`src/rtl/scalerPkg.sv`:
```
`default_nettype none

package scalerPkg;

	localparam int PIX_W        = 8;
	localparam int X_RES_W      = 11;                        // Column index width
	localparam int Y_RES_W      = 11;                        // Row index width
	localparam int SCALE_INT_W  = 4;
	localparam int SCALE_FRAC_W = 14;
	localparam int SCALE_W      = SCALE_INT_W + SCALE_FRAC_W; // Q4.14 ratio
	localparam int FRAC_BITS    = 8;                         // Blend fraction bits
	localparam int COEFF_W      = FRAC_BITS + 1;             // Q1.8 coefficient
	localparam int FILL_W       = 3;                         // Holds LINE_BUFFERS+1
	localparam int CFG_DATA_W   = 18;

	typedef logic [PIX_W-1:0]   pixel_t;
	typedef logic [SCALE_W-1:0] ratio_t;
	typedef logic [COEFF_W-1:0] coeff_t;

	typedef enum logic {
		MODE_BILINEAR = 1'b0,
		MODE_NEAREST  = 1'b1
	} scaleMode_t;

	// Register map of the config port
	typedef enum logic [2:0] {
		REG_SRC_X   = 3'd0,
		REG_SRC_Y   = 3'd1,
		REG_DES_X   = 3'd2,
		REG_DES_Y   = 3'd3,
		REG_RATIO_X = 3'd4,
		REG_RATIO_Y = 3'd5,
		REG_MODE    = 3'd6
	} cfgAddr_t;

endpackage

`default_nettype wire

```
`src/rtl/scalerIf.sv`:
```
`default_nettype none

// Frame geometry and mode, all sizes stored as size minus 1
interface frameCfgIf;
	logic [scalerPkg::X_RES_W-1:0] srcX;
	logic [scalerPkg::Y_RES_W-1:0] srcY;
	logic [scalerPkg::X_RES_W-1:0] desX;
	logic [scalerPkg::Y_RES_W-1:0] desY;
	scalerPkg::ratio_t             ratioX; // Source step per output column
	scalerPkg::ratio_t             ratioY; // Source step per output line
	scalerPkg::scaleMode_t         mode;

	modport cfgSrc (output srcX, srcY, desX, desY, ratioX, ratioY, mode);
	modport cfgSink (input srcX, srcY, desX, desY, ratioX, ratioY, mode);
endinterface


`default_nettype wire

```
`src/rtl/scalerCfgRegs.sv`:
```
`default_nettype none

module scalerCfgRegs (
	input  wire logic                                clk,
	input  wire logic                                rst,
	input  wire logic                                i_cfgReq,
	input  wire scalerPkg::cfgAddr_t                 i_cfgAddr,
	input  wire logic [scalerPkg::CFG_DATA_W-1:0]    i_cfgData,
	output logic                                     o_cfgAck,
	frameCfgIf.cfgSrc                                cfg
);

	always_ff @(posedge clk or posedge rst) begin
		if (rst) begin
			o_cfgAck   <= 1'b0;
			cfg.srcX   <= '0;
			cfg.srcY   <= '0;
			cfg.desX   <= '0;
			cfg.desY   <= '0;
			cfg.ratioX <= '0;
			cfg.ratioY <= '0;
			cfg.mode   <= scalerPkg::MODE_BILINEAR;
		end else if (i_cfgReq && !o_cfgAck) begin // Rising phase, write once
			o_cfgAck <= 1'b1;
			case (i_cfgAddr)
				scalerPkg::REG_SRC_X:   cfg.srcX   <= i_cfgData[scalerPkg::X_RES_W-1:0];
				scalerPkg::REG_SRC_Y:   cfg.srcY   <= i_cfgData[scalerPkg::Y_RES_W-1:0];
				scalerPkg::REG_DES_X:   cfg.desX   <= i_cfgData[scalerPkg::X_RES_W-1:0];
				scalerPkg::REG_DES_Y:   cfg.desY   <= i_cfgData[scalerPkg::Y_RES_W-1:0];
				scalerPkg::REG_RATIO_X: cfg.ratioX <= i_cfgData[scalerPkg::SCALE_W-1:0];
				scalerPkg::REG_RATIO_Y: cfg.ratioY <= i_cfgData[scalerPkg::SCALE_W-1:0];
				scalerPkg::REG_MODE:    cfg.mode   <= scalerPkg::scaleMode_t'(i_cfgData[0]);
				default: ;                                   // Unmapped address ignored
			endcase
		end else if (!i_cfgReq) begin
			o_cfgAck <= 1'b0;                                // Falling phase
		end
	end

endmodule

`default_nettype wire

```
`src/flat_wrapper.sv`:
```
// flat-port wrapper written by rule: the top's interface ports become plain ports
module scalerCfgRegs_flat 
  (clk, rst, i_cfgReq, i_cfgAddr, i_cfgData, o_cfgAck, cfg_srcX, cfg_srcY, cfg_desX, cfg_desY, cfg_ratioX, cfg_ratioY, cfg_mode);
  frameCfgIf cfg_i ();
  input  wire logic clk;
  input  wire logic rst;
  input  wire logic i_cfgReq;
  input  wire scalerPkg::cfgAddr_t i_cfgAddr;
  input  wire logic [scalerPkg::CFG_DATA_W-1:0] i_cfgData;
  output logic o_cfgAck;
  output wire logic [$bits(cfg_i.srcX)-1:0] cfg_srcX;
  output wire logic [$bits(cfg_i.srcY)-1:0] cfg_srcY;
  output wire logic [$bits(cfg_i.desX)-1:0] cfg_desX;
  output wire logic [$bits(cfg_i.desY)-1:0] cfg_desY;
  output wire logic [$bits(cfg_i.ratioX)-1:0] cfg_ratioX;
  output wire logic [$bits(cfg_i.ratioY)-1:0] cfg_ratioY;
  output wire logic [$bits(cfg_i.mode)-1:0] cfg_mode;
  assign cfg_srcX = cfg_i.srcX;
  assign cfg_srcY = cfg_i.srcY;
  assign cfg_desX = cfg_i.desX;
  assign cfg_desY = cfg_i.desY;
  assign cfg_ratioX = cfg_i.ratioX;
  assign cfg_ratioY = cfg_i.ratioY;
  assign cfg_mode = cfg_i.mode;
  scalerCfgRegs u_core (.clk(clk), .rst(rst), .i_cfgReq(i_cfgReq), .i_cfgAddr(i_cfgAddr), .i_cfgData(i_cfgData), .o_cfgAck(o_cfgAck), .cfg(cfg_i));
endmodule
```
`config.mk`:
```
export PLATFORM = sky130hd
export DESIGN_NAME = scalerCfgRegs_flat
export DESIGN_NICKNAME = d
export VERILOG_FILES = /design/src/rtl/scalerPkg.sv /design/src/rtl/scalerIf.sv /design/src/rtl/scalerCfgRegs.sv /design/src/flat_wrapper.sv
export SDC_FILE = /design/constraint.sdc
export NUM_CORES = 1
export LEC_CHECK = 0
export BUFFER_PORTS_ARGS = -buffer_cell sky130_fd_sc_hd__buf_2
export CELL_PAD_IN_SITES_DETAIL_PLACEMENT = 0
export CELL_PAD_IN_SITES_GLOBAL_PLACEMENT = 1
export CORE_AREA = 2 2 101 103
export DETAILED_ROUTE_END_ITERATION = 10
export DIE_AREA = 0 0 103 105
export PLACE_DENSITY_LB_ADDON = 0.1
export SYNTH_ARGS = -nofsm -noshare
export SYNTH_HDL_FRONTEND = slang
export SYNTH_SLANG_ARGS = --single-unit
```
`constraint.sdc`:
```
create_clock -name clk -period 2.9 [get_ports clk]
set_input_delay 0.58 -clock clk [delete_from_list [all_inputs] [get_ports clk]]
set_output_delay 0.58 -clock clk [all_outputs]
set_load 0.02 [all_outputs]
```
==> impl_metrics.yaml <==
outcome:
  outcome: "finished, final reports clean"
synthesis:
  synthMostInstantiatedCell: "dfrtp_1"
  ys_top_cells_by_count: "dfrtp_1 (82), mux2_2 (71), mux2_4 (10)"
  synth.avg_cell_area_um2: 17.4
  ys.flop_type: "dfrtp_1"
  ys_seq_area_share_pct: 64.8
  synth_fp_nets: 206
  synth_top_cell_by_area: "dfrtp_1"
  synth_cell_type_count: 16
  synthArstFlopShare_pct: 100
  syn-cell-area_mm2: 0.00317
  ys_warn_count: 0
  synth_edf_count: 0
  synth_seq_cells: 82
  syn_inst: 182
  ys_top_cells_by_area: "dfrtp_1 (65%), mux2_2 (25%), mux2_4 (4.7%)"
  synth_top_area_share_pct: 64.8
cts:
  insertion_delay_ps: 340
  cts_tree: "built"
  path_clk_slew_ps: 80
  cts_resized: 0
  cts_root_buffer: "clkbuf_8"
  cts-buffers-inserted: 9
  ctsHoldBuffers: 0
  postCtsSetupBuffers: 0
  clock-sinks: 82
  cts_buffer_depth: 2
  htree_levels: 3
finish:
  antenna_cells: 0
  syn_to_final_growth_pct: 27.8
  final_cell_count_no_fill: 432
  final_nets: 319
  layout-drive-gt1-share_pct: 70.2
global_route:
  antenna_found_initial: 0
  grt_pass1_wl_mm: 11.0
  grt_start_max_net_pins: 44
  grt-ovfl-total: 0
  grt_use_met1_pct: 18.7
  use_met3_pct: 4.95
  grt_usage_pct: 13.6
  grt_use_met2_pct: 19.2
  first_global_vias: 1964
  grt.busiest_layer: "met2"
sta:
  period_needed_ps: 1800
  fmax_mhz: 557
  rsz0062_at_grt: "false"
  final-hold-violation-count: 0
  fin_crit_sh_pct: 61.9
  tightest_slew_ps: 779
  finalClockSkew_ps: 6.84
  drv_slew: 0
  maxSlewHeadroom_pct: 48.0
  setup_tns_ps: 0
  setup_violations: 0
place:
  gp_congestion: 0.646
  dp_hpwl_mm: 5.05
  io_buffers: 105
  dp.cells: 417
setup_path:
  path_max_fanout: 11
  rrSetupSlack_ps: 1100
  path_class: "reg2reg"
  cpPeakStageDelay_ps: 510
  critPathRequiredTime_ps: 3120
  critical_path.top_delay_family: "simple AND/OR/NAND/NOR gates"
  regToRegEndpoint: "u_core.cfg.desX[6]$_DFFE_PP0P_"
  end_kind: "register"
  r2r_start: "u_core.o_cfgAck$_DFFE_PP0P_"
  cp.arrival_ps: 2020
  cp_cell_sequence: "nor3b_4, nand3b_1, mux2_2"
  worst-path-buf-inv: 0
  start_kind: "register"
  cp_slowest_cell: "nand3b_1"
  reg2reg_depth: 3
job:
  drv_cap: 0
floorplanning:
  core_mm2: 0.00964
  die-area_mm2: 0.0108
  core.rowCount: 36
  fp.dieW_um: 103
  start_util_pct: 32.9
  dieHeight_um: 105
  ioPinCount: 106
route:
  drtIter0Drc: 50
  final_antenna_net_count: 0
  viasPerCell: 4.43
  drc: 0
  wl_per_cell_um: 16.5
  wl_mm: 7.12
  drtPass1Iterations: 4
  dr_total_vias: 1912
min_path:
  hold_path.class: "in2async"
pwr:
  p_comb_share_pct: 29.1
  p_int_mw: 2.23
  switching_share_pct: 33.1
  ir_drop_uv: 315
  p_seq_share_pct: 46.1
  p_leak_nw: 2.02
  powerDensity_mw_per_mm2: 822
  p_sw_mw: 1.10
  share_clk_of_total_power_pct: 24.8
[final cells by class]
class | instances | area (um^2)
flip-flops and latches | 82 | 2050
well taps | 133 | 166
inverters | 1 | 5.00
clock buffers | 11 | 141
fillers | 972 | 5590
repair buffers | 110 | 576
multi-input cells | 91 | 1050
clock inverters | 4 | 52.6
[worst reg2reg max path: cells and delay by family (launching register included)]
kind / cells / cell delay, ps
and+or+nand+nor: 2 / 790
DFF: 1 / 420
muxes: 1 / 470
[flip-flops by register name (all words and copies together) (netlist names)]
signal             flops
u_core.cfg.ratioX     18
u_core.cfg.srcY       11
u_core.cfg.desX       11
u_core.cfg.ratioY     18
u_core.cfg.desY       11
u_core.o_cfgAck        1
u_core.cfg.mode        1
u_core.cfg.srcX       11
[layout by cell type, fill, tap and decap left out, drive strengths merged]
cell type,instances
buf,110
dfrtp,82
mux2,81
clkbuf,11
clkinvlp,3
nor3b,3
nand3b,3
nor2,1
nand2,1
nand2b,1
clkinv,1
nand3,1
bufinv,1
[worst max-delay path by stage]
stage                                     start                        endpoint  slack, ps  depth (start not counted)
floorplan                                   rst  u_core.cfg.desX[0]$_DFFE_PP0P_        210                          1
global placement                   i_cfgAddr[0]  u_core.cfg.desX[5]$_DFFE_PP0P_        840                          4
detailed placement                 i_cfgAddr[0]  u_core.cfg.desX[6]$_DFFE_PP0P_        770                          4
CTS                 u_core.o_cfgAck$_DFFE_PP0P_  u_core.cfg.desX[6]$_DFFE_PP0P_       1050                          3
global route        u_core.o_cfgAck$_DFFE_PP0P_  u_core.cfg.desX[8]$_DFFE_PP0P_        950                          3
finish              u_core.o_cfgAck$_DFFE_PP0P_  u_core.cfg.desX[6]$_DFFE_PP0P_       1100                          3
[per-layer routing]
metal  part of all wire [%]  wire, um
met5                      0         0
met4                    1.7       119
met3                    9.3       662
met2                     43      3040
met1                     46      3290
[per-stage QoR]
| stage | instance area (um^2) | hold slack [ps] | total power [mW] | utilization [%] | setup WS [ps] |
|---|---|---|---|---|---|
| 2_1_floorplan | 3170 | 635 | 2.16 | - | 212 |
| 3_3_place_gp | 3850 | 484 | 2.53 | 40.0 | 843 |
| 3_5_place_dp | 3850 | 487 | 2.54 | 40.0 | 766 |
| 4_1_cts | 4050 | 348 | 3.38 | 42.0 | 1050 |
| 5_1_grt | 4050 | 352 | 3.50 | 42.0 | 953 |
| 6_report | 4050 | 334 | 3.33 | 42.0 | 1100 |
[kinds of logic after synthesis]
logic type | Yosys count | share of synthesized area (%)
buf+inv | 9 | 2.13
simple gates | 10 | 3.08
flops | 82 | 64.8
mux | 81 | 30.0
[power groups by stage]
stage / clock [mW] / combinational [mW] / sequential (mW)
5_1_grt: 0.894 / 1.04 / 1.57
4_1_cts: 0.852 / 0.985 / 1.54
3_3_place_gp: 0 / 0.974 / 1.56
2_1_floorplan: 0 / 0.276 / 1.88
3_5_place_dp: 0 / 0.984 / 1.56
6_report: 0.825 / 0.968 / 1.53
No activity file was read; power rests on OpenSTA's default activity.
