--- src/rtl/scalerPkg.sv ---
`default_nettype none

package scalerPkg;

	localparam int PIX_W        = 8;
	localparam int X_RES_W      = 11;                        // Column index width
	localparam int Y_RES_W      = 11;                        // Row index width
	localparam int SCALE_INT_W  = 4;
	localparam int SCALE_FRAC_W = 14;
	localparam int SCALE_W      = SCALE_INT_W + SCALE_FRAC_W; // Q4.14 ratio
	localparam int FRAC_BITS    = 8;                         // Blend fraction bits
	localparam int COEFF_W      = FRAC_BITS + 1;             // Q1.8 coefficient
	localparam int FILL_W       = 3;                         // Holds LINE_BUFFERS+1
	localparam int CFG_DATA_W   = 18;

	typedef logic [PIX_W-1:0]   pixel_t;
	typedef logic [SCALE_W-1:0] ratio_t;
	typedef logic [COEFF_W-1:0] coeff_t;

	typedef enum logic {
		MODE_BILINEAR = 1'b0,
		MODE_NEAREST  = 1'b1
	} scaleMode_t;

	// Register map of the config port
	typedef enum logic [2:0] {
		REG_SRC_X   = 3'd0,
		REG_SRC_Y   = 3'd1,
		REG_DES_X   = 3'd2,
		REG_DES_Y   = 3'd3,
		REG_RATIO_X = 3'd4,
		REG_RATIO_Y = 3'd5,
		REG_MODE    = 3'd6
	} cfgAddr_t;

endpackage

`default_nettype wire

--- src/rtl/scalerIf.sv ---
`default_nettype none

// Frame geometry and mode, all sizes stored as size minus 1
interface frameCfgIf;
	logic [scalerPkg::X_RES_W-1:0] srcX;
	logic [scalerPkg::Y_RES_W-1:0] srcY;
	logic [scalerPkg::X_RES_W-1:0] desX;
	logic [scalerPkg::Y_RES_W-1:0] desY;
	scalerPkg::ratio_t             ratioX; // Source step per output column
	scalerPkg::ratio_t             ratioY; // Source step per output line
	scalerPkg::scaleMode_t         mode;

	modport cfgSrc (output srcX, srcY, desX, desY, ratioX, ratioY, mode);
	modport cfgSink (input srcX, srcY, desX, desY, ratioX, ratioY, mode);
endinterface

// Line ring traffic between the two controllers and the RAMs
interface lineFifoIf;
	scalerPkg::pixel_t               wrData;
	logic [scalerPkg::X_RES_W-1:0]   wrAddr;
	logic                            wrEn;
	logic                            advanceWrite; // Kept line complete
	logic                            allWritten;   // Last source line stored
	logic [scalerPkg::X_RES_W-1:0]   rdAddr;
	logic                            advanceRead1;
	logic                            advanceRead2;
	logic [scalerPkg::FILL_W-1:0]    fillCount;
	scalerPkg::pixel_t               rd00, rd01, rd10, rd11; // Row then column

	modport writer (output wrData, wrAddr, wrEn, advanceWrite, allWritten, input fillCount);
	modport reader (output rdAddr, advanceRead1, advanceRead2,
		input fillCount, allWritten, rd00, rd01, rd10, rd11);
	modport ram (input wrData, wrAddr, wrEn, advanceWrite, rdAddr, advanceRead1, advanceRead2,
		output fillCount, rd00, rd01, rd10, rd11);
endinterface

`default_nettype wire

--- src/rtl/scalerWriteCtrl.sv ---
`default_nettype none

module scalerWriteCtrl #(
	parameter int LINE_BUFFERS = 4
) (
	input  wire logic              clk,
	input  wire logic              rst,
	input  wire logic              i_frameStart,
	input  wire scalerPkg::pixel_t i_vidData,
	input  wire logic              i_vidDe,
	output logic                   o_vidReady,
	frameCfgIf.cfgSink             cfg,
	lineFifoIf.writer              ring
);

	localparam int BASE_W = scalerPkg::Y_RES_W + scalerPkg::SCALE_INT_W;
	localparam int PROD_W = scalerPkg::Y_RES_W + scalerPkg::SCALE_W;

	logic                          accepting;   // Frame in progress
	logic                          frameIn;     // Last source line accepted
	logic                          keepLine;    // Current line goes to the ring
	logic [scalerPkg::X_RES_W-1:0] colCount;
	logic [scalerPkg::Y_RES_W-1:0] rowCount;
	logic [scalerPkg::Y_RES_W-1:0] needLine;    // Output line being tracked
	logic [PROD_W-1:0]             needProduct;
	logic [BASE_W-1:0]             needBase;    // Its top source row
	logic [BASE_W-1:0]             nextRow;
	logic                          accept;
	logic                          lineEnd;
	logic                          catchUp;
	logic                          keepNext;

	assign needProduct = needLine * cfg.ratioY;
	assign needBase    = needProduct[PROD_W-1:scalerPkg::SCALE_FRAC_W];
	assign nextRow     = BASE_W'(rowCount) + BASE_W'(1);

	// Move on while the tracked output line no longer touches nextRow
	assign catchUp  = ((needBase + BASE_W'(1)) < nextRow) && (needLine != cfg.desY);
	assign keepNext = ((needBase + BASE_W'(1)) >= nextRow) && (needBase <= nextRow);

	// Hold off while the ring is full, counting a pending advance
	assign o_vidReady = accepting &&
		((ring.fillCount + scalerPkg::FILL_W'(ring.advanceWrite)) <
		scalerPkg::FILL_W'(LINE_BUFFERS));
	assign accept  = i_vidDe && o_vidReady;
	assign lineEnd = accept && (colCount == cfg.srcX);

	always_ff @(posedge clk or posedge rst) begin
		if (rst) begin
			accepting         <= 1'b0;
			frameIn           <= 1'b0;
			keepLine          <= 1'b0;
			colCount          <= '0;
			rowCount          <= '0;
			needLine          <= '0;
			ring.wrEn         <= 1'b0;
			ring.advanceWrite <= 1'b0;
			ring.allWritten   <= 1'b0;
		end else if (i_frameStart) begin
			accepting         <= 1'b1;
			frameIn           <= 1'b0;
			keepLine          <= 1'b1;     // Row 0 is always needed
			colCount          <= '0;
			rowCount          <= '0;
			needLine          <= '0;
			ring.wrEn         <= 1'b0;
			ring.advanceWrite <= 1'b0;
			ring.allWritten   <= 1'b0;
		end else begin
			ring.wrEn         <= accept && keepLine;
			ring.advanceWrite <= lineEnd && keepLine;
			ring.allWritten   <= frameIn;  // Lands with the last fill update
			if (catchUp)
				needLine <= needLine + 1'b1;
			if (lineEnd) begin
				colCount <= '0;
				rowCount <= rowCount + 1'b1;
				keepLine <= keepNext;      // Skipped lines are read and dropped
				if (rowCount == cfg.srcY) begin
					accepting <= 1'b0;
					frameIn   <= 1'b1;
				end
			end else if (accept) begin
				colCount <= colCount + 1'b1;
			end
		end
	end

	always_ff @(posedge clk) begin
		ring.wrData <= i_vidData;
		ring.wrAddr <= colCount;
	end

endmodule

`default_nettype wire

--- src/flat_wrapper.sv ---
// flat-port wrapper written by rule: the top's interface ports become plain ports
module scalerWriteCtrl_flat 
#(
	parameter int LINE_BUFFERS = 4
)
  (clk, rst, i_frameStart, i_vidData, i_vidDe, o_vidReady, cfg_srcX, cfg_srcY, cfg_desX, cfg_desY, cfg_ratioX, cfg_ratioY, cfg_mode, ring_wrData, ring_wrAddr, ring_wrEn, ring_advanceWrite, ring_allWritten, ring_fillCount);
  frameCfgIf cfg_i ();
  lineFifoIf ring_i ();
  input  wire logic clk;
  input  wire logic rst;
  input  wire logic i_frameStart;
  input  wire scalerPkg::pixel_t i_vidData;
  input  wire logic i_vidDe;
  output logic o_vidReady;
  input wire logic [$bits(cfg_i.srcX)-1:0] cfg_srcX;
  input wire logic [$bits(cfg_i.srcY)-1:0] cfg_srcY;
  input wire logic [$bits(cfg_i.desX)-1:0] cfg_desX;
  input wire logic [$bits(cfg_i.desY)-1:0] cfg_desY;
  input wire logic [$bits(cfg_i.ratioX)-1:0] cfg_ratioX;
  input wire logic [$bits(cfg_i.ratioY)-1:0] cfg_ratioY;
  input wire logic [$bits(cfg_i.mode)-1:0] cfg_mode;
  output wire logic [$bits(ring_i.wrData)-1:0] ring_wrData;
  output wire logic [$bits(ring_i.wrAddr)-1:0] ring_wrAddr;
  output wire logic [$bits(ring_i.wrEn)-1:0] ring_wrEn;
  output wire logic [$bits(ring_i.advanceWrite)-1:0] ring_advanceWrite;
  output wire logic [$bits(ring_i.allWritten)-1:0] ring_allWritten;
  input wire logic [$bits(ring_i.fillCount)-1:0] ring_fillCount;
  assign cfg_i.srcX = cfg_srcX;
  assign cfg_i.srcY = cfg_srcY;
  assign cfg_i.desX = cfg_desX;
  assign cfg_i.desY = cfg_desY;
  assign cfg_i.ratioX = cfg_ratioX;
  assign cfg_i.ratioY = cfg_ratioY;
  assign cfg_i.mode = cfg_mode;
  assign ring_wrData = ring_i.wrData;
  assign ring_wrAddr = ring_i.wrAddr;
  assign ring_wrEn = ring_i.wrEn;
  assign ring_advanceWrite = ring_i.advanceWrite;
  assign ring_allWritten = ring_i.allWritten;
  assign ring_i.fillCount = ring_fillCount;
  scalerWriteCtrl #(.LINE_BUFFERS(LINE_BUFFERS)) u_core (.clk(clk), .rst(rst), .i_frameStart(i_frameStart), .i_vidData(i_vidData), .i_vidDe(i_vidDe), .o_vidReady(o_vidReady), .cfg(cfg_i), .ring(ring_i));
endmodule
--- config.mk ---
export PLATFORM = sky130hd
export DESIGN_NAME = scalerWriteCtrl_flat
export DESIGN_NICKNAME = d
export VERILOG_FILES = /design/src/rtl/scalerPkg.sv /design/src/rtl/scalerIf.sv /design/src/rtl/scalerWriteCtrl.sv /design/src/flat_wrapper.sv
export SDC_FILE = /design/constraint.sdc
export NUM_CORES = 1
export LEC_CHECK = 0
export ABC_AREA = 1
export CAP_MARGIN = 10
export CORE_MARGIN = 2
export CORE_UTILIZATION = 44
export CTS_BUF_LIST = sky130_fd_sc_hd__clkbuf_16
export DETAILED_ROUTE_END_ITERATION = 10
export DONT_BUFFER_PORTS = 1
export PLACE_DENSITY = 0.67
export SLEW_MARGIN = 40
export SYNTH_ARGS = -nofsm -noshare
export SYNTH_HDL_FRONTEND = slang
export SYNTH_SLANG_ARGS = --single-unit
--- constraint.sdc ---
create_clock -name clk -period 8.1 [get_ports clk]
set_input_delay 0.81 -clock clk [delete_from_list [all_inputs] [get_ports clk]]
set_output_delay 0.81 -clock clk [all_outputs]
set_load 0.01 [all_outputs]
==> results.md <==
- The run finished with clean final reports.
- The global-route congestion overflow total is 0.
- Headroom to the max-slew limit came out at 50.6%.
- The latest clock arrival within the worst-skew pair is 0.32 ns.
- The number of iterations in the first detailed-routing pass is 6.
- The worst setup path is of the reg -> reg kind.
- The count of pins over their slew limit was 0.
- The count of maximum capacitance violations is 0.
- The boundary pin count is 119.
- After clock tree synthesis, the clock-pin slew on the worst setup and hold paths is 0.05 ns.
- The die covers 25400 µm².
- Setup violations remaining at the end of the flow were counted as 0.
- The highest ir drop seen on vdd is 141 µV.
- The initial utilization of the core area, before any placement, comes to 45.0%.
- Entering global routing, the biggest net connects 40 pins.
- For the final database, setup skew stands at 0.00703 ns.
- In this run the critical register-to-register path is launched from u_core.needLine[10].
- The average size of a mapped cell is 7.31 µm².
- The pin slew with the least headroom to its limit is 0.741 ns.
- The proportion of synthesized flip-flops having asynchronous set or reset is 67.2%.
- The H-tree depth reported by CTS is 3.
- The clock tree from TritonCTS is yes.
- The number of cells on the worst reg-to-reg path is 43.
- The largest fanout on the critical path is 11.
- The startpoint identified for the worst hold timing path is u_core.colCount[10].
- Global routing consumed, on the met2 layer, 34.7% of the routing resources.
- The per-cell routed wire length is 13.4 µm.
- The count of antenna diodes in the layout is 0.
- The via count of the first global-routing pass is 8804.
- The floorplan step set the die height to 159 µm.
- The layout filler cell count is 2397.
- At the worst endpoint, the arrival time is 7.73 ns.
- The met1 global-route usage is 26.2%.
- The worst-case clock buffer depth is 2.
- The global-route wire length before repair is 41800 µm.
- In this design, the stage delay of the slowest critical-path cell is 0.63 ns.
- Yosys printed 0 warnings.
- The violation count after the first detailed-route iteration is 532.
- Setup repair after global routing left no endpoint under its margin.
- In the final layout, the share of cells above drive strength 1 is 5.72%.
- The standard-cell row count is 56.
- The cell count after synthesis came out at 1454.
- The number of clock buffers inserted by TritonCTS is 9.
- In this run the critical register-to-register path is captured at u_core.needLine[3].
- Based on the critical path, the design can be clocked at up to 133 MHz.
- The synthesis-stage register bit count is 58.
- Input and output buffers added on the ports amount to 0.
- STA classifies the critical path endpoint as a register.
- In the finished design, the share of the clock period the worst path needs comes to 93.0%.
- After routing, the total negative slack on setup checks comes to 0 ns.
- The sink count of the clock tree is 58.
- The worst path required time is 8.30 ns.
- The critical path crosses 43 cells after its start point.
- The global-route track usage on met3 is 2.01%.
- The placed wire-length estimate after detailed placement is 20200 µm.
- For this design, the CTS-stage hold fixing added 0 buffers.
- The path class of the tightest hold or removal check is reg -> reg.
- Synthesis instantiated 40 different standard cells from the library.
- The critical path startpoint is u_core.needLine[10].
- The root cell of the clock tree is sky130_fd_sc_hd__clkbuf_16.
- Compared with the post-synthesis result, the final layout area differs by 5.25%.
- The number of routed nets with antenna violations is 0.
- At the end of routability-driven placement, the weighted congestion stood at 0.894.
- The predominant post-synthesis flop cell is sky130_fd_sc_hd__dfrtp_1.
- Wires add up to 23500 µm.
- The cell that appears most often on the critical path is sky130_fd_sc_hd__nand2_1.
- The startpoint type of the worst setup path is a register.
- Detailed routing inserted a total of 8648 vias.
- The global routing's busiest layer is met2.
- The slowest cell on the critical path is sky130_fd_sc_hd__dfrtp_1.
- The number of enable flip-flop cells after synthesis is 0.
- The total global-route track usage is 19.5%.
- The die span in x is 159 µm.
- The mapped netlist covers 10600 µm².
- The post-synthesis sequential area ratio is 12.8%.
- The end-of-flow core utilization is 47.4%.
- The cell area power density is 95.2 nW/µm².
- The number of nets in the final layout is 1759.
- The via count normalized by instance count is 4.93.
- Together, buffers and inverters on the worst path number 10.
- The initial antenna violation count is 0.
- The analysis attributes to cell leakage a power of 6.43 nW.
- Following the worst setup path forward leads to its endpoint at u_core.needLine[3].
- The worst reg-to-reg setup slack is 0.57 ns.
- Grouping stages by cell kind, the critical path spends the most delay in adder cells.
- The number of remaining DRC errors is 0.
- The final-report hold violation count is 0.
- Synthesis produced a netlist with a net count of 1784.
- In this run the standard cell core region covers 23600 µm².
- The minimum period implied by the final worst setup slack is 7.53 ns.
[cells in the final DEF (no fill, tap or decap), types with 2 or more instances in the layout]
cell / netlist / layout
sky130_fd_sc_hd__nor2_4: 4 / 4
sky130_fd_sc_hd__clkinv_4: 0 / 3
sky130_fd_sc_hd__dfxtp_1: 19 / 19
sky130_fd_sc_hd__o211ai_1: 2 / 2
sky130_fd_sc_hd__dfrtp_1: 39 / 34
sky130_fd_sc_hd__o21a_1: 2 / 2
sky130_fd_sc_hd__nand2_1: 382 / 382
sky130_fd_sc_hd__nor4_1: 10 / 10
sky130_fd_sc_hd__ha_1: 92 / 92
sky130_fd_sc_hd__nor2_1: 50 / 50
sky130_fd_sc_hd__o21bai_1: 2 / 2
sky130_fd_sc_hd__nand3b_1: 5 / 5
sky130_fd_sc_hd__nor3_1: 22 / 22
sky130_fd_sc_hd__clkbuf_16: 0 / 12
sky130_fd_sc_hd__nand4_1: 27 / 27
sky130_fd_sc_hd__nand2_4: 3 / 3
sky130_fd_sc_hd__nand3_1: 66 / 66
sky130_fd_sc_hd__buf_4: 9 / 15
sky130_fd_sc_hd__xor2_1: 48 / 48
sky130_fd_sc_hd__o22ai_1: 8 / 8
sky130_fd_sc_hd__or2_2: 2 / 2
sky130_fd_sc_hd__inv_2: 4 / 4
sky130_fd_sc_hd__inv_1: 361 / 361
sky130_fd_sc_hd__dfrtp_2: 0 / 5
sky130_fd_sc_hd__nand2_2: 18 / 18
sky130_fd_sc_hd__a21oi_1: 43 / 43
sky130_fd_sc_hd__fa_1: 142 / 142
sky130_fd_sc_hd__o21ai_0: 21 / 21
sky130_fd_sc_hd__xnor2_1: 12 / 12
sky130_fd_sc_hd__nor2_2: 10 / 10
[cells in the mapped netlist (3+ instances only)]
cell type,n,area (µm²)
sky130_fd_sc_hd__a21oi_1,43,215
sky130_fd_sc_hd__fa_1,142,2840
sky130_fd_sc_hd__nand2_2,18,113
sky130_fd_sc_hd__xnor2_1,12,105
sky130_fd_sc_hd__nand4_1,27,169
sky130_fd_sc_hd__nor2_1,50,188
sky130_fd_sc_hd__o22ai_1,8,50.1
sky130_fd_sc_hd__nand3b_1,5,37.5
sky130_fd_sc_hd__clkbuf_1,30,113
sky130_fd_sc_hd__buf_6,8,90.1
sky130_fd_sc_hd__dfrtp_1,39,976
sky130_fd_sc_hd__xor2_1,48,420
sky130_fd_sc_hd__ha_1,92,1150
sky130_fd_sc_hd__inv_1,361,1360
sky130_fd_sc_hd__nand3_1,66,330
sky130_fd_sc_hd__nand2_4,3,33.8
sky130_fd_sc_hd__buf_4,9,67.6
sky130_fd_sc_hd__dfxtp_1,19,380
sky130_fd_sc_hd__nor4_1,10,62.6
sky130_fd_sc_hd__nor2_4,4,45.0
sky130_fd_sc_hd__o21ai_0,21,105
sky130_fd_sc_hd__inv_2,4,15.0
sky130_fd_sc_hd__nor2_2,10,62.6
sky130_fd_sc_hd__nand2_1,382,1430
sky130_fd_sc_hd__nor3_1,22,110
[routing by layer]
layer,vias to the layer above,share of wire [%]
li1,4288,-
met1,4148,46
met2,194,49
met3,18,4.0
met4,0,0.97
met5,-,0
[worst min-delay path by stage]
stage | slack (ns) | cells after the start | end
after floorplan | 0.39 | 0 | u_core.ring.wrAddr[2]
after global placement | 0.41 | 0 | u_core.ring.wrAddr[2]
after detailed placement | 0.42 | 0 | u_core.ring.wrAddr[10]
after CTS | 0.43 | 0 | u_core.ring.wrAddr[10]
after global routing | 0.46 | 0 | u_core.ring.wrAddr[10]
final | 0.43 | 0 | u_core.ring.wrAddr[10]
[state kept, by name (all words and copies together) (netlist names)]
signal / count
u_core.keepLine: 1
u_core.needLine: 11
u_core.ring.wrAddr: 11
u_core.ring.wrEn: 1
u_core.rowCount: 11
u_core.ring.allWritten: 1
u_core.ring.wrData: 8
u_core.colCount: 11
u_core.ring.advanceWrite: 1
u_core.frameIn: 1
u_core.accepting: 1
[what timing repair did]
action,CTS,global route
setup endpoints to repair,0,12
resized for setup,0,4
buffers inserted,0,0
[per-stage QoR]
| step | hold slack, ns | setup WS, ns | power [mW] | area [µm²] | std cells |
|---|---|---|---|---|---|
| after global routing | 0.461 | 0.00314 | 1.14 | 11200 | 1753 |
| after global placement | 0.415 | 0.506 | 0.663 | 10800 | 1737 |
| after CTS | 0.434 | 0.382 | 1.08 | 11200 | 1753 |
| after floorplan | 0.389 | 0.835 | 0.609 | 10600 | 1454 |
| final | 0.432 | 0.571 | 1.07 | 11200 | 1753 |
| after detailed placement | 0.422 | 0.403 | 0.671 | 10800 | 1737 |
[power breakdown]
group	leakage (nW)	internal [mW]	switching, mW	total, mW
Sequential	0.680	0.295	0.0202	0.315
Clock	0.165	0.265	0.134	0.399
Combinational	5.59	0.136	0.216	0.351
Total	6.43	0.696	0.370	1.07
[final cells by class]
cell class	instances	area, µm²	share of cell area, %
Multi-Input combinational cell	980	7610	68.0
Inverter	365	1370	12.2
Sequential cell	58	1360	12.2
Tap cell	319	399	3.57
Clock buffer	12	300	2.68
Timing Repair Buffer	15	113	1.01
Clock inverter	4	35.0	0.313
[cells by family (layout without fill, tap and decap cells)]
kind of cell,after synthesis,count (layout),share of synthesized area [%]
fa+ha+maj,234,234,37.6
xor+xnor,60,60,4.94
compound gates,81,81,4.13
buf+inv,416,396,15.7
simple gates,605,605,24.9
flops,58,58,12.8
(Power assumes the default switching activity.)
