File: config.mk
export PLATFORM = sky130hd
export DESIGN_NAME = scalerReadCtrl_flat
export DESIGN_NICKNAME = d
export VERILOG_FILES = /design/src/rtl/scalerPkg.sv /design/src/rtl/scalerIf.sv /design/src/rtl/scalerReadCtrl.sv /design/src/flat_wrapper.sv
export SDC_FILE = /design/constraint.sdc
export NUM_CORES = 1
export LEC_CHECK = 0
export BUFFER_PORTS_ARGS = -buffer_cell sky130_fd_sc_hd__clkbuf_2
export CORE_ASPECT_RATIO = 0.8
export CORE_MARGIN = 2
export CORE_UTILIZATION = 45
export DETAILED_ROUTE_END_ITERATION = 7
export PLACE_DENSITY = 0.75
export SETUP_SLACK_MARGIN = 0.4
export SLEW_MARGIN = 20
export SYNTH_ARGS = -nofsm -noshare
export SYNTH_HDL_FRONTEND = slang
export SYNTH_SLANG_ARGS = --single-unit
File: constraint.sdc
create_clock -name clk -period 2.9 [get_ports clk]
set_input_delay 0.29 -clock clk [delete_from_list [all_inputs] [get_ports clk]]
set_output_delay 0.29 -clock clk [all_outputs]
set_load 0.01 [all_outputs]
File: src/rtl/scalerPkg.sv
`default_nettype none

package scalerPkg;

	localparam int PIX_W        = 8;
	localparam int X_RES_W      = 11;                        // Column index width
	localparam int Y_RES_W      = 11;                        // Row index width
	localparam int SCALE_INT_W  = 4;
	localparam int SCALE_FRAC_W = 14;
	localparam int SCALE_W      = SCALE_INT_W + SCALE_FRAC_W; // Q4.14 ratio
	localparam int FRAC_BITS    = 8;                         // Blend fraction bits
	localparam int COEFF_W      = FRAC_BITS + 1;             // Q1.8 coefficient
	localparam int FILL_W       = 3;                         // Holds LINE_BUFFERS+1
	localparam int CFG_DATA_W   = 18;

	typedef logic [PIX_W-1:0]   pixel_t;
	typedef logic [SCALE_W-1:0] ratio_t;
	typedef logic [COEFF_W-1:0] coeff_t;

	typedef enum logic {
		MODE_BILINEAR = 1'b0,
		MODE_NEAREST  = 1'b1
	} scaleMode_t;

	// Register map of the config port
	typedef enum logic [2:0] {
		REG_SRC_X   = 3'd0,
		REG_SRC_Y   = 3'd1,
		REG_DES_X   = 3'd2,
		REG_DES_Y   = 3'd3,
		REG_RATIO_X = 3'd4,
		REG_RATIO_Y = 3'd5,
		REG_MODE    = 3'd6
	} cfgAddr_t;

endpackage

`default_nettype wire

File: src/rtl/scalerIf.sv
`default_nettype none

// Frame geometry and mode, all sizes stored as size minus 1
interface frameCfgIf;
	logic [scalerPkg::X_RES_W-1:0] srcX;
	logic [scalerPkg::Y_RES_W-1:0] srcY;
	logic [scalerPkg::X_RES_W-1:0] desX;
	logic [scalerPkg::Y_RES_W-1:0] desY;
	scalerPkg::ratio_t             ratioX; // Source step per output column
	scalerPkg::ratio_t             ratioY; // Source step per output line
	scalerPkg::scaleMode_t         mode;

	modport cfgSrc (output srcX, srcY, desX, desY, ratioX, ratioY, mode);
	modport cfgSink (input srcX, srcY, desX, desY, ratioX, ratioY, mode);
endinterface

// Line ring traffic between the two controllers and the RAMs
interface lineFifoIf;
	scalerPkg::pixel_t               wrData;
	logic [scalerPkg::X_RES_W-1:0]   wrAddr;
	logic                            wrEn;
	logic                            advanceWrite; // Kept line complete
	logic                            allWritten;   // Last source line stored
	logic [scalerPkg::X_RES_W-1:0]   rdAddr;
	logic                            advanceRead1;
	logic                            advanceRead2;
	logic [scalerPkg::FILL_W-1:0]    fillCount;
	scalerPkg::pixel_t               rd00, rd01, rd10, rd11; // Row then column

	modport writer (output wrData, wrAddr, wrEn, advanceWrite, allWritten, input fillCount);
	modport reader (output rdAddr, advanceRead1, advanceRead2,
		input fillCount, allWritten, rd00, rd01, rd10, rd11);
	modport ram (input wrData, wrAddr, wrEn, advanceWrite, rdAddr, advanceRead1, advanceRead2,
		output fillCount, rd00, rd01, rd10, rd11);
endinterface

`default_nettype wire

File: src/rtl/scalerReadCtrl.sv
`default_nettype none

module scalerReadCtrl (
	input  wire logic         clk,
	input  wire logic         rst,
	input  wire logic         i_frameStart,
	input  wire logic         i_voutRead,
	frameCfgIf.cfgSink        cfg,
	lineFifoIf.reader         ring,
	output logic              o_rdStrobe,
	output scalerPkg::coeff_t o_xBlend,
	output scalerPkg::coeff_t o_yBlend
);

	localparam int X_AMT_W = scalerPkg::X_RES_W + scalerPkg::SCALE_FRAC_W;
	localparam int Y_AMT_W = scalerPkg::Y_RES_W + scalerPkg::SCALE_FRAC_W;
	localparam int FRAC_LO = scalerPkg::SCALE_FRAC_W - scalerPkg::FRAC_BITS;

	logic                          running;   // Ring holds enough lines
	logic                          pause;     // Line switch bubble
	logic                          frameOut;  // All output pixels started
	logic [scalerPkg::X_RES_W-1:0] outCol;
	logic [scalerPkg::Y_RES_W-1:0] outLine;
	logic [X_AMT_W-1:0]            xAmt;      // Source column, Q11.14
	logic [Y_AMT_W-1:0]            yAmt;      // Source row, Q11.14
	logic [Y_AMT_W-1:0]            yAmtNext;  // Row of the following output line
	logic [scalerPkg::Y_RES_W-1:0] yInt;
	logic [scalerPkg::Y_RES_W-1:0] yIntNext;
	logic                          start;

	assign yInt        = yAmt[Y_AMT_W-1:scalerPkg::SCALE_FRAC_W];
	assign yIntNext    = yAmtNext[Y_AMT_W-1:scalerPkg::SCALE_FRAC_W];
	assign ring.rdAddr = xAmt[X_AMT_W-1:scalerPkg::SCALE_FRAC_W];
	assign start       = i_voutRead && running && !pause;

	always_ff @(posedge clk or posedge rst) begin
		if (rst) begin
			running           <= 1'b0;
			pause             <= 1'b0;
			frameOut          <= 1'b0;
			outCol            <= '0;
			outLine           <= '0;
			xAmt              <= '0;
			yAmt              <= '0;
			yAmtNext          <= '0;
			ring.advanceRead1 <= 1'b0;
			ring.advanceRead2 <= 1'b0;
			o_rdStrobe        <= 1'b0;
		end else if (i_frameStart) begin
			running           <= 1'b0;
			pause             <= 1'b0;
			frameOut          <= 1'b0;
			outCol            <= '0;
			outLine           <= '0;
			xAmt              <= '0;
			yAmt              <= '0;
			yAmtNext          <= Y_AMT_W'(cfg.ratioY);
			ring.advanceRead1 <= 1'b0;
			ring.advanceRead2 <= 1'b0;
			o_rdStrobe        <= 1'b0;
		end else begin
			ring.advanceRead1 <= 1'b0;        // Single-cycle pulses
			ring.advanceRead2 <= 1'b0;
			pause             <= 1'b0;
			o_rdStrobe        <= start;
			if (start) begin
				if (outCol == cfg.desX) begin
					outCol <= '0;
					xAmt   <= '0;
					pause  <= 1'b1;           // Lets the new top line reach the RAM read
					if (outLine == cfg.desY) begin
						running  <= 1'b0;
						frameOut <= 1'b1;
					end else begin
						outLine  <= outLine + 1'b1;
						yAmt     <= yAmtNext;
						yAmtNext <= yAmtNext + Y_AMT_W'(cfg.ratioY);
						if (yIntNext == yInt + 1'b1) begin
							ring.advanceRead1 <= 1'b1;
							if (ring.fillCount < scalerPkg::FILL_W'(3) && !ring.allWritten)
								running <= 1'b0;
						end else if (yIntNext > yInt + 1'b1) begin
							ring.advanceRead2 <= 1'b1;
							if (ring.fillCount < scalerPkg::FILL_W'(4) && !ring.allWritten)
								running <= 1'b0;
						end
					end
				end else begin
					outCol <= outCol + 1'b1;
					xAmt   <= xAmt + X_AMT_W'(cfg.ratioX);
				end
			end else if (!running && !frameOut && !ring.advanceRead1 && !ring.advanceRead2 &&
				(ring.fillCount >= scalerPkg::FILL_W'(2) || ring.allWritten)) begin
				running <= 1'b1;                   // Two lines stored or input finished
			end
		end
	end

	// Blend fractions travel with the strobe
	always_ff @(posedge clk) begin
		o_xBlend <= {1'b0, xAmt[scalerPkg::SCALE_FRAC_W-1:FRAC_LO]};
		o_yBlend <= {1'b0, yAmt[scalerPkg::SCALE_FRAC_W-1:FRAC_LO]};
	end

endmodule

`default_nettype wire

File: src/flat_wrapper.sv
// flat-port wrapper written by rule: the top's interface ports become plain ports
module scalerReadCtrl_flat 
  (clk, rst, i_frameStart, i_voutRead, o_rdStrobe, o_xBlend, o_yBlend, cfg_srcX, cfg_srcY, cfg_desX, cfg_desY, cfg_ratioX, cfg_ratioY, cfg_mode, ring_rdAddr, ring_advanceRead1, ring_advanceRead2, ring_fillCount, ring_allWritten, ring_rd00, ring_rd01, ring_rd10, ring_rd11);
  frameCfgIf cfg_i ();
  lineFifoIf ring_i ();
  input  wire logic clk;
  input  wire logic rst;
  input  wire logic i_frameStart;
  input  wire logic i_voutRead;
  output logic o_rdStrobe;
  output scalerPkg::coeff_t o_xBlend;
  output scalerPkg::coeff_t o_yBlend;
  input wire logic [$bits(cfg_i.srcX)-1:0] cfg_srcX;
  input wire logic [$bits(cfg_i.srcY)-1:0] cfg_srcY;
  input wire logic [$bits(cfg_i.desX)-1:0] cfg_desX;
  input wire logic [$bits(cfg_i.desY)-1:0] cfg_desY;
  input wire logic [$bits(cfg_i.ratioX)-1:0] cfg_ratioX;
  input wire logic [$bits(cfg_i.ratioY)-1:0] cfg_ratioY;
  input wire logic [$bits(cfg_i.mode)-1:0] cfg_mode;
  output wire logic [$bits(ring_i.rdAddr)-1:0] ring_rdAddr;
  output wire logic [$bits(ring_i.advanceRead1)-1:0] ring_advanceRead1;
  output wire logic [$bits(ring_i.advanceRead2)-1:0] ring_advanceRead2;
  input wire logic [$bits(ring_i.fillCount)-1:0] ring_fillCount;
  input wire logic [$bits(ring_i.allWritten)-1:0] ring_allWritten;
  input wire logic [$bits(ring_i.rd00)-1:0] ring_rd00;
  input wire logic [$bits(ring_i.rd01)-1:0] ring_rd01;
  input wire logic [$bits(ring_i.rd10)-1:0] ring_rd10;
  input wire logic [$bits(ring_i.rd11)-1:0] ring_rd11;
  assign cfg_i.srcX = cfg_srcX;
  assign cfg_i.srcY = cfg_srcY;
  assign cfg_i.desX = cfg_desX;
  assign cfg_i.desY = cfg_desY;
  assign cfg_i.ratioX = cfg_ratioX;
  assign cfg_i.ratioY = cfg_ratioY;
  assign cfg_i.mode = cfg_mode;
  assign ring_rdAddr = ring_i.rdAddr;
  assign ring_advanceRead1 = ring_i.advanceRead1;
  assign ring_advanceRead2 = ring_i.advanceRead2;
  assign ring_i.fillCount = ring_fillCount;
  assign ring_i.allWritten = ring_allWritten;
  assign ring_i.rd00 = ring_rd00;
  assign ring_i.rd01 = ring_rd01;
  assign ring_i.rd10 = ring_rd10;
  assign ring_i.rd11 = ring_rd11;
  scalerReadCtrl u_core (.clk(clk), .rst(rst), .i_frameStart(i_frameStart), .i_voutRead(i_voutRead), .cfg(cfg_i), .ring(ring_i), .o_rdStrobe(o_rdStrobe), .o_xBlend(o_xBlend), .o_yBlend(o_yBlend));
endmodule
==> results.ini, run 1 <==
[route]
wl_per_cell_um=16.8
highest_layer=met4
ant_nets=0
drt-met1-wl_um=8320
met2_length_um=8260
routed_wl_um=17800
drc=0
drt-initial-drc-count=482
via_per_inst=5.72
via_count=6065
firstDrtPassIters=5
wl_met3_um=943

[yosys]
syn_avg_cell_area_um2=9.50
yosysUniqueCellTypes=75
async_reset_ff_share_pct=85.8
syn_area_mm2=0.00706
yosysWarnings=0
yosysSeqAreaShare_pct=38.9
ys_ff_latch=113
synth-main-ff-cell=dfrtp_1
syn_inst=743
synth_edf_count=0

[sta]
fmax_ghz=0.411
tightest_slew_ps=672
setup_viol=0
slew_violations=0
layout_min_cycle_time_ps=2430
relSlewSlack_pct=55.1
fin_crit_sh_pct=83.9
finClkSkew_ps=10.4
rsz0062_at_grt=true
holdWs_ps=146
tns_ps=0
finalHoldViolations=0

[place]
gp_congestion=0.877
dpl.hpwl_um=12200
placed_cell_area_mm2=0.00770
dp_cells=1022
io_buffers=95

[status]
outcome=complete, no violations

[cts]
cts_sinks=113
clk_pin_slew_ps=50
clk_path_buf_depth=2
cts_root_buf=clkbuf_16
cts_max_level=4
cts_tree=yes
cts-buffers-inserted=17
clock_latency_ps=410

[hold_path]
hold_start=cfg_ratioY[0]
worstHoldPathCells=3
hold_path_class=in2reg
hold_path_end=u_core.yAmtNext[0]$_DFFE_PP0P_

[worst_setup_path]
worstSetupPathType=reg2reg
critPathCaptureType=flip-flop
r2r_cells=7
worstSetupStartpointType=flip-flop
reg2reg_to=u_core.xAmt[20]$_DFFE_PP0N_
r2r_slack_ps=470
crit_fanout=6
arrival_ps=2730
reg2reg_from=u_core.xAmt[13]$_DFFE_PP0N_
cp.required_ps=3200

[layout]
final_cell_mix=dfrtp_1, clkbuf_2, nand2_1
area_growth_pct=23.1
instances_no_fill=1061
postLayoutCoreUtil_pct=57.3
fillers=1284
drive_above_1_share_pct=24.4
diodes=0
final_common_cell=dfrtp_1
postLayoutCellArea_mm2=0.00869
nNetsFinal=1011

[floorplan]
initial_core_util_pct=46.5
rows=40
dieArea_mm2=0.0167
ios=153
coreArea_mm2=0.0152
die_h_um=116
dieWidth_um=144

[flow_run]
drv_cap=0

[power_and_ir_drop]
vdd_drop_max_mv=0.436
power.density_mw_per_mm2=562
p_leak_nw=4.02

[global_routing]
overflow=0
grt_pass1_wl_um=29200
grt_pass1_vias=5922
grt_max_degree=60
grt_antenna_before_repair=0
grt_util_all_layers_pct=22.2

final cells by class:
| type | count | area [um2] | area share, % |
|---|---|---|---|
| tap | 210 | 263 | 3.02 |
| sequential | 113 | 2750 | 31.6 |
| clock buffer | 22 | 464 | 5.34 |
| clock inverter | 10 | 206 | 2.38 |
| timing repair buffer | 117 | 656 | 7.55 |
| inverter | 22 | 86.3 | 0.994 |
| multi-input combinational | 567 | 4270 | 49.1 |
synthesized netlist by cell type, types with 8 or more instances:
master    number  area [um2]
dfrtp_1       97        2430
a21oi_1       36         180
a22oi_1        8        60.1
nor2b_1        8        50.1
o211ai_1       8        60.1
ha_1          50         626
dfxtp_1       16         320
xor2_1        53         464
inv_1         22        82.6
nand4_1       13        81.3
a22o_1        23         201
o21ai_0       59         295
a211oi_1       8        60.1
xnor2_1       24         210
nor2_1        44         165
clkbuf_1      16        60.1
buf_2         10        50.1
a21o_1        17         128
nand2_1       70         263
nor3_1         9        45.0
buf_4         15         113
and3_1        12        75.1
nand3_1       24         120
worst max-delay path by stage:
stage          depth (start not counted)  slack [ps]                               to                           start
2_1_floorplan                         10         500  u_core.yAmtNext[22]$_DFFE_PP0P_  u_core.yAmtNext[0]$_DFFE_PP0P_
3_3_place_gp                          11         250  u_core.yAmtNext[16]$_DFFE_PP0P_                   cfg_ratioY[0]
3_5_place_dp                          11         250  u_core.yAmtNext[22]$_DFFE_PP0P_                   cfg_ratioY[0]
4_1_cts                                9         380      u_core.xAmt[22]$_DFFE_PP0N_      u_core.xAmt[0]$_DFFE_PP0N_
5_1_grt                               10         350      u_core.xAmt[16]$_DFFE_PP0N_      u_core.xAmt[0]$_DFFE_PP0N_
6_report                               7         470      u_core.xAmt[20]$_DFFE_PP0N_     u_core.xAmt[13]$_DFFE_PP0N_
stage by stage:
stage	setup slack (ps)	power, mW
global route	354	5.09
finish	467	4.89
detailed placement	248	2.43
floorplan	495	2.23
global placement	252	2.41
CTS	382	4.84
cell families (layout without fill, tap and decap cells):
group	after synthesis	count (layout)	synth area share, %
compound gates	218	218	21.7
xor+xnor	77	77	9.56
fa+ha+maj	52	52	9.43
buf+inv	64	171	4.49
flops	113	113	38.9
other cells	1	2	0.0531
simple gates	218	218	15.9
registers in the layout (all words and copies together) (netlist names), 8 cells and up:
signal,flops
u_core.o_xBlend,8
u_core.o_yBlend,8
u_core.outCol,11
u_core.outLine,11
u_core.xAmt,25
u_core.yAmt,19
u_core.yAmtNext,25
report_power, final:
part | leakage, nW | switching (mW) | total (mW) | internal, mW
sequential | 1.44 | 0.0444 | 1.67 | 1.63
clock | 0.324 | 0.731 | 2.39 | 1.65
combinational | 2.26 | 0.486 | 0.828 | 0.341
metal layers:
metal | track usage [%] | up-vias
met1 | 30.7 | 2936
li1 | - | 2904
met2 | 33.9 | 194
met4 | 8.04 | 0
met5 | 0 | -
met3 | 5.33 | 31
critical path, cell delays in order (launching register included):
cell	delay [ps]
dfrtp_1	400
ha_1	390
a21oi_1	390
o211ai_1	280
nor4_4	370
nor2_2	110
nor4b_1	150
a211o_1	230
what timing repair did:
action / CTS / global route
hold endpoints to repair: 13 / 0
setup buffers: 1 / 5
setup endpoints to repair: 19 / 26
gates resized for setup: 7 / 44
pin swaps: 4 / 22
hold buffers: 1 / 0
No activity file was read; power rests on OpenSTA's default activity.
==> run 2, diff against run 1 <==
==> constraint.sdc (replaced) <==
create_clock -name clk -period 2.2 [get_ports clk]
set_input_delay 0.22 -clock clk [delete_from_list [all_inputs] [get_ports clk]]
set_output_delay 0.22 -clock clk [all_outputs]
set_load 0.01 [all_outputs]
==> run 2 against run 1 <==
  * The run now ends with negative setup slack left
  * First-iteration DRC count up 25%
  * Combinational power up 92%
  * Wire length up 29%
  * Sequential cell count unchanged
  * Total power up 40%
  * Sequential share of layout area down 5.9 points
  * Fmax down 2.7%
  * Global-route usage up 3.6 points
  * Worst hold slack worse by 85 ps
  * Critical path depth up 4
  * Design area up 23%
  * Final cell count up 12%
==> results.ini, run 2 (synthesized netlist as in run 1, its figures left out) <==
[sta]
finalHoldViolations=0
fmax_ghz=0.400
tns_ps=-2740
setup_ws_ps=-300
layout_min_cycle_time_ps=2500
finClkSkew_ps=8.69
fin_crit_sh_pct=114
slew_violations=0
setup_viol=42
tightest_slew_ps=702
relSlewSlack_pct=52.8
rsz0062_at_grt=true

[route]
firstDrtPassIters=7
via_count=6960
ant_nets=0
wl_per_cell_um=19.5
drc=0
drt-initial-drc-count=604
routed_wl_um=23100
via_per_inst=5.87

[worst_setup_path]
cp.required_ps=2490
crit_fanout=2
worstSetupStartpointType=flip-flop
critPathCaptureType=flip-flop
arrival_ps=2790
reg2reg_from=u_core.yAmtNext[0]$_DFFE_PP0P_
reg2reg_to=u_core.yAmtNext[20]$_DFFE_PP0P_
worstSetupPathType=reg2reg
r2r_cells=11
r2r_slack_ps=-300

[power_and_ir_drop]
switching_share_pct=28.9
p_leak_nw=4.92
power_frac_seq_pct=32.4
power.density_mw_per_mm2=638
p_comb_share_pct=23.4
p_switching_mw=1.97
p_int_mw=4.85
clkPwrFrac_pct=44.3
vdd_drop_max_mv=0.547

[hold_path]
hold_path_end=u_core.yAmtNext[0]$_DFFE_PP0P_
hold_path_class=in2reg
hold_start=cfg_ratioY[0]
worstHoldPathCells=3

[floorplan]
coreArea_mm2=0.0152
ios=153
initial_core_util_pct=46.5
dieWidth_um=144
dieArea_mm2=0.0167
rows=40
die_h_um=116

[global_routing]
grt_max_degree=75
grt_antenna_before_repair=0
grt_util_all_layers_pct=25.7
grt_pass1_wl_um=33100
overflow=0
grt_pass1_vias=6455

[layout]
nNetsFinal=1135
final_cell_mix=buf_4, dfrtp_1, clkbuf_2
postLayoutCoreUtil_pct=70.5
reg_top3=u_core.xAmt x25, u_core.yAmtNext x25, u_core.yAmt x19
diodes=0
drive_above_1_share_pct=44.7
area_growth_pct=51.5
final_common_cell=buf_4

[cts]
cts_max_level=4
cts-buffers-inserted=17
clk_pin_slew_ps=60
cts_tree=yes
cts_sinks=113
cts_root_buf=clkbuf_16
clock_latency_ps=430
clk_path_buf_depth=2

[status]
outcome=finished, violations left
violations=negative setup slack

[place]
dpl.hpwl_um=12700
io_buffers=95
gp_congestion=0.902

[flow_run]
drv_cap=0

## run 2: cell count changes in the layout (fill, tap and decap cells not counted), sizes merged
cell,before,now
clkinv,3,4
bufinv,6,4
buf,21,144
clkinvlp,2,6
clkbuf,117,114
nand2b,5,6
## run 2: per-stage QoR
| step | hold slack, ps | setup WS, ps | instances | cell area (um2) | power, mW |
|---|---|---|---|---|---|
| after floorplan | 295 | -36.8 | 744 | 7480 | 3.06 |
| after global placement | 340 | -119 | 1083 | 8530 | 3.41 |
| after detailed placement | 338 | -159 | 1083 | 8530 | 3.44 |
| after CTS | 19.0 | -163 | 1166 | 10200 | 6.62 |
| after global routing | 60.6 | -319 | 1185 | 10700 | 7.06 |
| final | 60.6 | -300 | 1185 | 10700 | 6.82 |
## run 2: power groups by stage
stage	clock network (mW)	registers, mW	logic, mW
final	3.02	2.21	1.59
after floorplan	0	2.23	0.822
after CTS	3.02	2.20	1.40
after detailed placement	0	2.24	1.20
after global routing	3.14	2.21	1.71
after global placement	0	2.23	1.18
## run 2: timing repair
item	CTS	global route
endpoints found under the hold margin	97	0
endpoints found under the setup margin	90	95
hold buffers	1	0
buffers inserted	44	19
gates cloned	6	0
resized for setup	139	70
pin swaps	77	63
## run 2: worst max-delay path: stages (launching register included)
cell and delay, ps:
dfrtp_1 390, ha_4 160, inv_2 50, fa_2 390, nand2b_4 160, a21oi_4 130
a21oi_2 90, o41ai_2 330, buf_4 210, o2111ai_2 170, xor2_1 210, nor2_1 70
## run 2: per-layer routing
metal  wire, um  vias to the layer above  track usage [%]
li1           -                     3157                -
met1      10100                     3405             36.4
met4        782                        0             8.63
met5          0                        -                0
met3       1330                       77             5.21
met2      10900                      321             39.7
## run 2: worst max-delay path by stage
stage                                               from                         endpoint  slack [ps]  cells past startpoint
after CTS                 u_core.yAmtNext[0]$_DFFE_PP0P_  u_core.yAmtNext[22]$_DFFE_PP0P_        -160                     10
after global placement    u_core.yAmtNext[0]$_DFFE_PP0P_  u_core.yAmtNext[16]$_DFFE_PP0P_        -120                     11
after floorplan           u_core.yAmtNext[0]$_DFFE_PP0P_  u_core.yAmtNext[22]$_DFFE_PP0P_         -40                     10
after detailed placement  u_core.yAmtNext[0]$_DFFE_PP0P_  u_core.yAmtNext[16]$_DFFE_PP0P_        -160                     11
after global routing      u_core.yAmtNext[0]$_DFFE_PP0P_  u_core.yAmtNext[20]$_DFFE_PP0P_        -320                     11
final                     u_core.yAmtNext[0]$_DFFE_PP0P_  u_core.yAmtNext[20]$_DFFE_PP0P_        -300                     11
## run 2: cell type report
type                            instances  area, um2
Clock buffer                           19        453
Clock inverter                         13        185
Fill cell                             988       4480
Inverter                               22       86.3
Multi-Input combinational cell        568       5080
Sequential cell                       113       2750
Tap cell                              210        263
Timing Repair Buffer                  240       1870
==> run 3, diff against run 2 <==
--- a/config.mk
+++ b/config.mk
@@ -10,7 +10,8 @@
 export CORE_MARGIN = 2
 export CORE_UTILIZATION = 45
 export DETAILED_ROUTE_END_ITERATION = 7
-export PLACE_DENSITY = 0.75
+export GPL_TIMING_DRIVEN = 0
+export PLACE_DENSITY = 0.68
 export SETUP_SLACK_MARGIN = 0.4
 export SLEW_MARGIN = 20
 export SYNTH_ARGS = -nofsm -noshare
==> constraint.sdc (replaced) <==
create_clock -name clk -period 2.95 [get_ports clk]
set_input_delay 0.295 -clock clk [delete_from_list [all_inputs] [get_ports clk]]
set_output_delay 0.295 -clock clk [all_outputs]
set_load 0.01 [all_outputs]
==> run 3 against run 2 <==
  * The run now ends clean
  * Utilization shrank 13 points
  * Clock-buffer cell count grew 2
  * Die area is the same
  * Critical endpoint is now u_core.yAmtNext[24]$_DFFE_PP0P_
==> results.ini, run 3 (synthesized netlist as in run 1, its figures left out) <==
[status]
outcome=complete, no violations

[layout]
reg_top3=u_core.xAmt x25, u_core.yAmtNext x25, u_core.yAmt x19
final_cell_mix=clkbuf_2, dfrtp_1, nand2_1
drive_above_1_share_pct=23.4
final_common_cell=clkbuf_2
nNetsFinal=1044
postLayoutCoreUtil_pct=57.3
postLayoutCellArea_mm2=0.00869
diodes=0
area_growth_pct=23.2

[route]
routed_wl_um=17700
ant_nets=0
via_per_inst=5.62
wl_per_cell_um=16.2
drt-initial-drc-count=518
drc=0
via_count=6147
firstDrtPassIters=6

[power_and_ir_drop]
power.density_mw_per_mm2=531
total_power_mw=4.61
p_leak_nw=4.13
vdd_drop_max_mv=0.393

[floorplan]
rows=40
dieArea_mm2=0.0167
ios=153
coreArea_mm2=0.0152
dieWidth_um=144
die_h_um=116
initial_core_util_pct=46.5

[worst_setup_path]
crit_buf_inv=1
critPathTopFamily=compound AO/OA/AOI/OAI gates
critPathSlowestCell=dfrtp_1
r2r_slack_ps=460
critPathCaptureType=flip-flop
arrival_ps=2820
cpMostUsedCell=a21oi_4
worstPathCellList=ha_4 > inv_1 > fa_2 > nand2b_4 > a21oi_4 > a21oi_4 > o41ai_4 > nor2_2 > or3_1 > a21oi_1
max_stage_delay_ps=390
reg2reg_from=u_core.yAmtNext[0]$_DFFE_PP0P_
worstSetupPathType=reg2reg
crit_fanout=4
worstSetupStartpointType=flip-flop
r2r_cells=10
cp.required_ps=3280
reg2reg_to=u_core.yAmtNext[24]$_DFFE_PP0P_

[sta]
fmax_ghz=0.402
rsz0062_at_grt=true
fin_crit_sh_pct=84.3
layout_min_cycle_time_ps=2490
finClkSkew_ps=7.82
tns_ps=0
setup_ws_ps=462
slew_violations=0
setup_viol=0
tightest_slew_ps=711
relSlewSlack_pct=52.6
finalHoldViolations=0

[place]
dpl_worst_slack_ps=137
gp_congestion=0.930
placed_cell_area_mm2=0.00786
dpl.hpwl_um=13000
io_buffers=95

[global_routing]
grt_util_all_layers_pct=22.0
grt_pass1_vias=5521
overflow=0
grt_pass1_wl_um=28400
grt_max_degree=31
grt_antenna_before_repair=0

[cts]
cts_max_level=4
cts-buffers-inserted=17
cts_root_buf=clkbuf_16
cts_tree=yes
clk_path_buf_depth=2
cts_sinks=113
clock_latency_ps=410
clk_pin_slew_ps=60

[hold_path]
hold_path_class=in2reg
hold_path_end=u_core.yAmtNext[0]$_DFFE_PP0P_
hold_start=cfg_ratioY[0]
worstHoldPathCells=3

[flow_run]
drv_cap=0

-- run 3: cell types whose count changed in the layout (fill, tap and decap cells not counted), sizes merged --
cell / delta
nand2b: -1
buf: -106
clkbuf: +18
clkinvlp: -3
clkinv: +1
-- run 3: per-layer routing --
layer,up-vias,part of all wire (%),global-route usage (%)
met1,2932,51,33.8
met3,16,6.3,5.21
met2,214,42,30.5
met4,0,1.0,6.21
li1,2985,-,-
met5,-,0,0
-- run 3: metrics by stage --
stage | hold WS, ps | instances
2_1_floorplan | 348 | 744
3_3_place_gp | 355 | 1049
3_5_place_dp | 354 | 1052
4_1_cts | 99.7 | 1086
5_1_grt | 142 | 1094
6_report | 135 | 1094
-- run 3: layout make-up --
type,count,area [um2]
buffer,42,240
timing repair buffer,108,613
clock buffer,21,460
sequential,113,2750
multi-input combinational,567,4120
tap,210,263
inverter,22,86.3
clock inverter,11,160
fill,1329,6470
-- run 3: power by group --
part	switching [mW]	internal [mW]
sequential	0.0388	1.60
combinational	0.472	0.333
clock	0.721	1.45
-- run 3: how the worst max path moves through the flow --
stage / end / startpoint / cells past startpoint / slack (ps)
2_1_floorplan: u_core.yAmtNext[22]$_DFFE_PP0P_ / u_core.yAmtNext[0]$_DFFE_PP0P_ / 10 / 550
3_3_place_gp: u_core.yAmtNext[16]$_DFFE_PP0P_ / cfg_ratioY[0] / 11 / 100
3_5_place_dp: u_core.yAmtNext[16]$_DFFE_PP0P_ / cfg_ratioY[0] / 11 / 140
4_1_cts: u_core.yAmtNext[22]$_DFFE_PP0P_ / u_core.yAmtNext[0]$_DFFE_PP0P_ / 10 / 410
5_1_grt: u_core.xAmt[20]$_DFFE_PP0N_ / u_core.xAmt[0]$_DFFE_PP0N_ / 9 / 380
6_report: u_core.yAmtNext[24]$_DFFE_PP0P_ / u_core.yAmtNext[0]$_DFFE_PP0P_ / 10 / 460
-- run 3: timing repair --
action	in CTS	in global routing
pin swaps	1	11
setup buffers	1	8
hold buffers	1	0
gates resized for setup	4	26
endpoints found under the hold margin	19	0
endpoints found under the setup margin	5	21
-- run 3: tightest hold or removal path, cell delays in order --
cell	delay [ps]
clkbuf_2	110
inv_1	50
a21oi_1	50
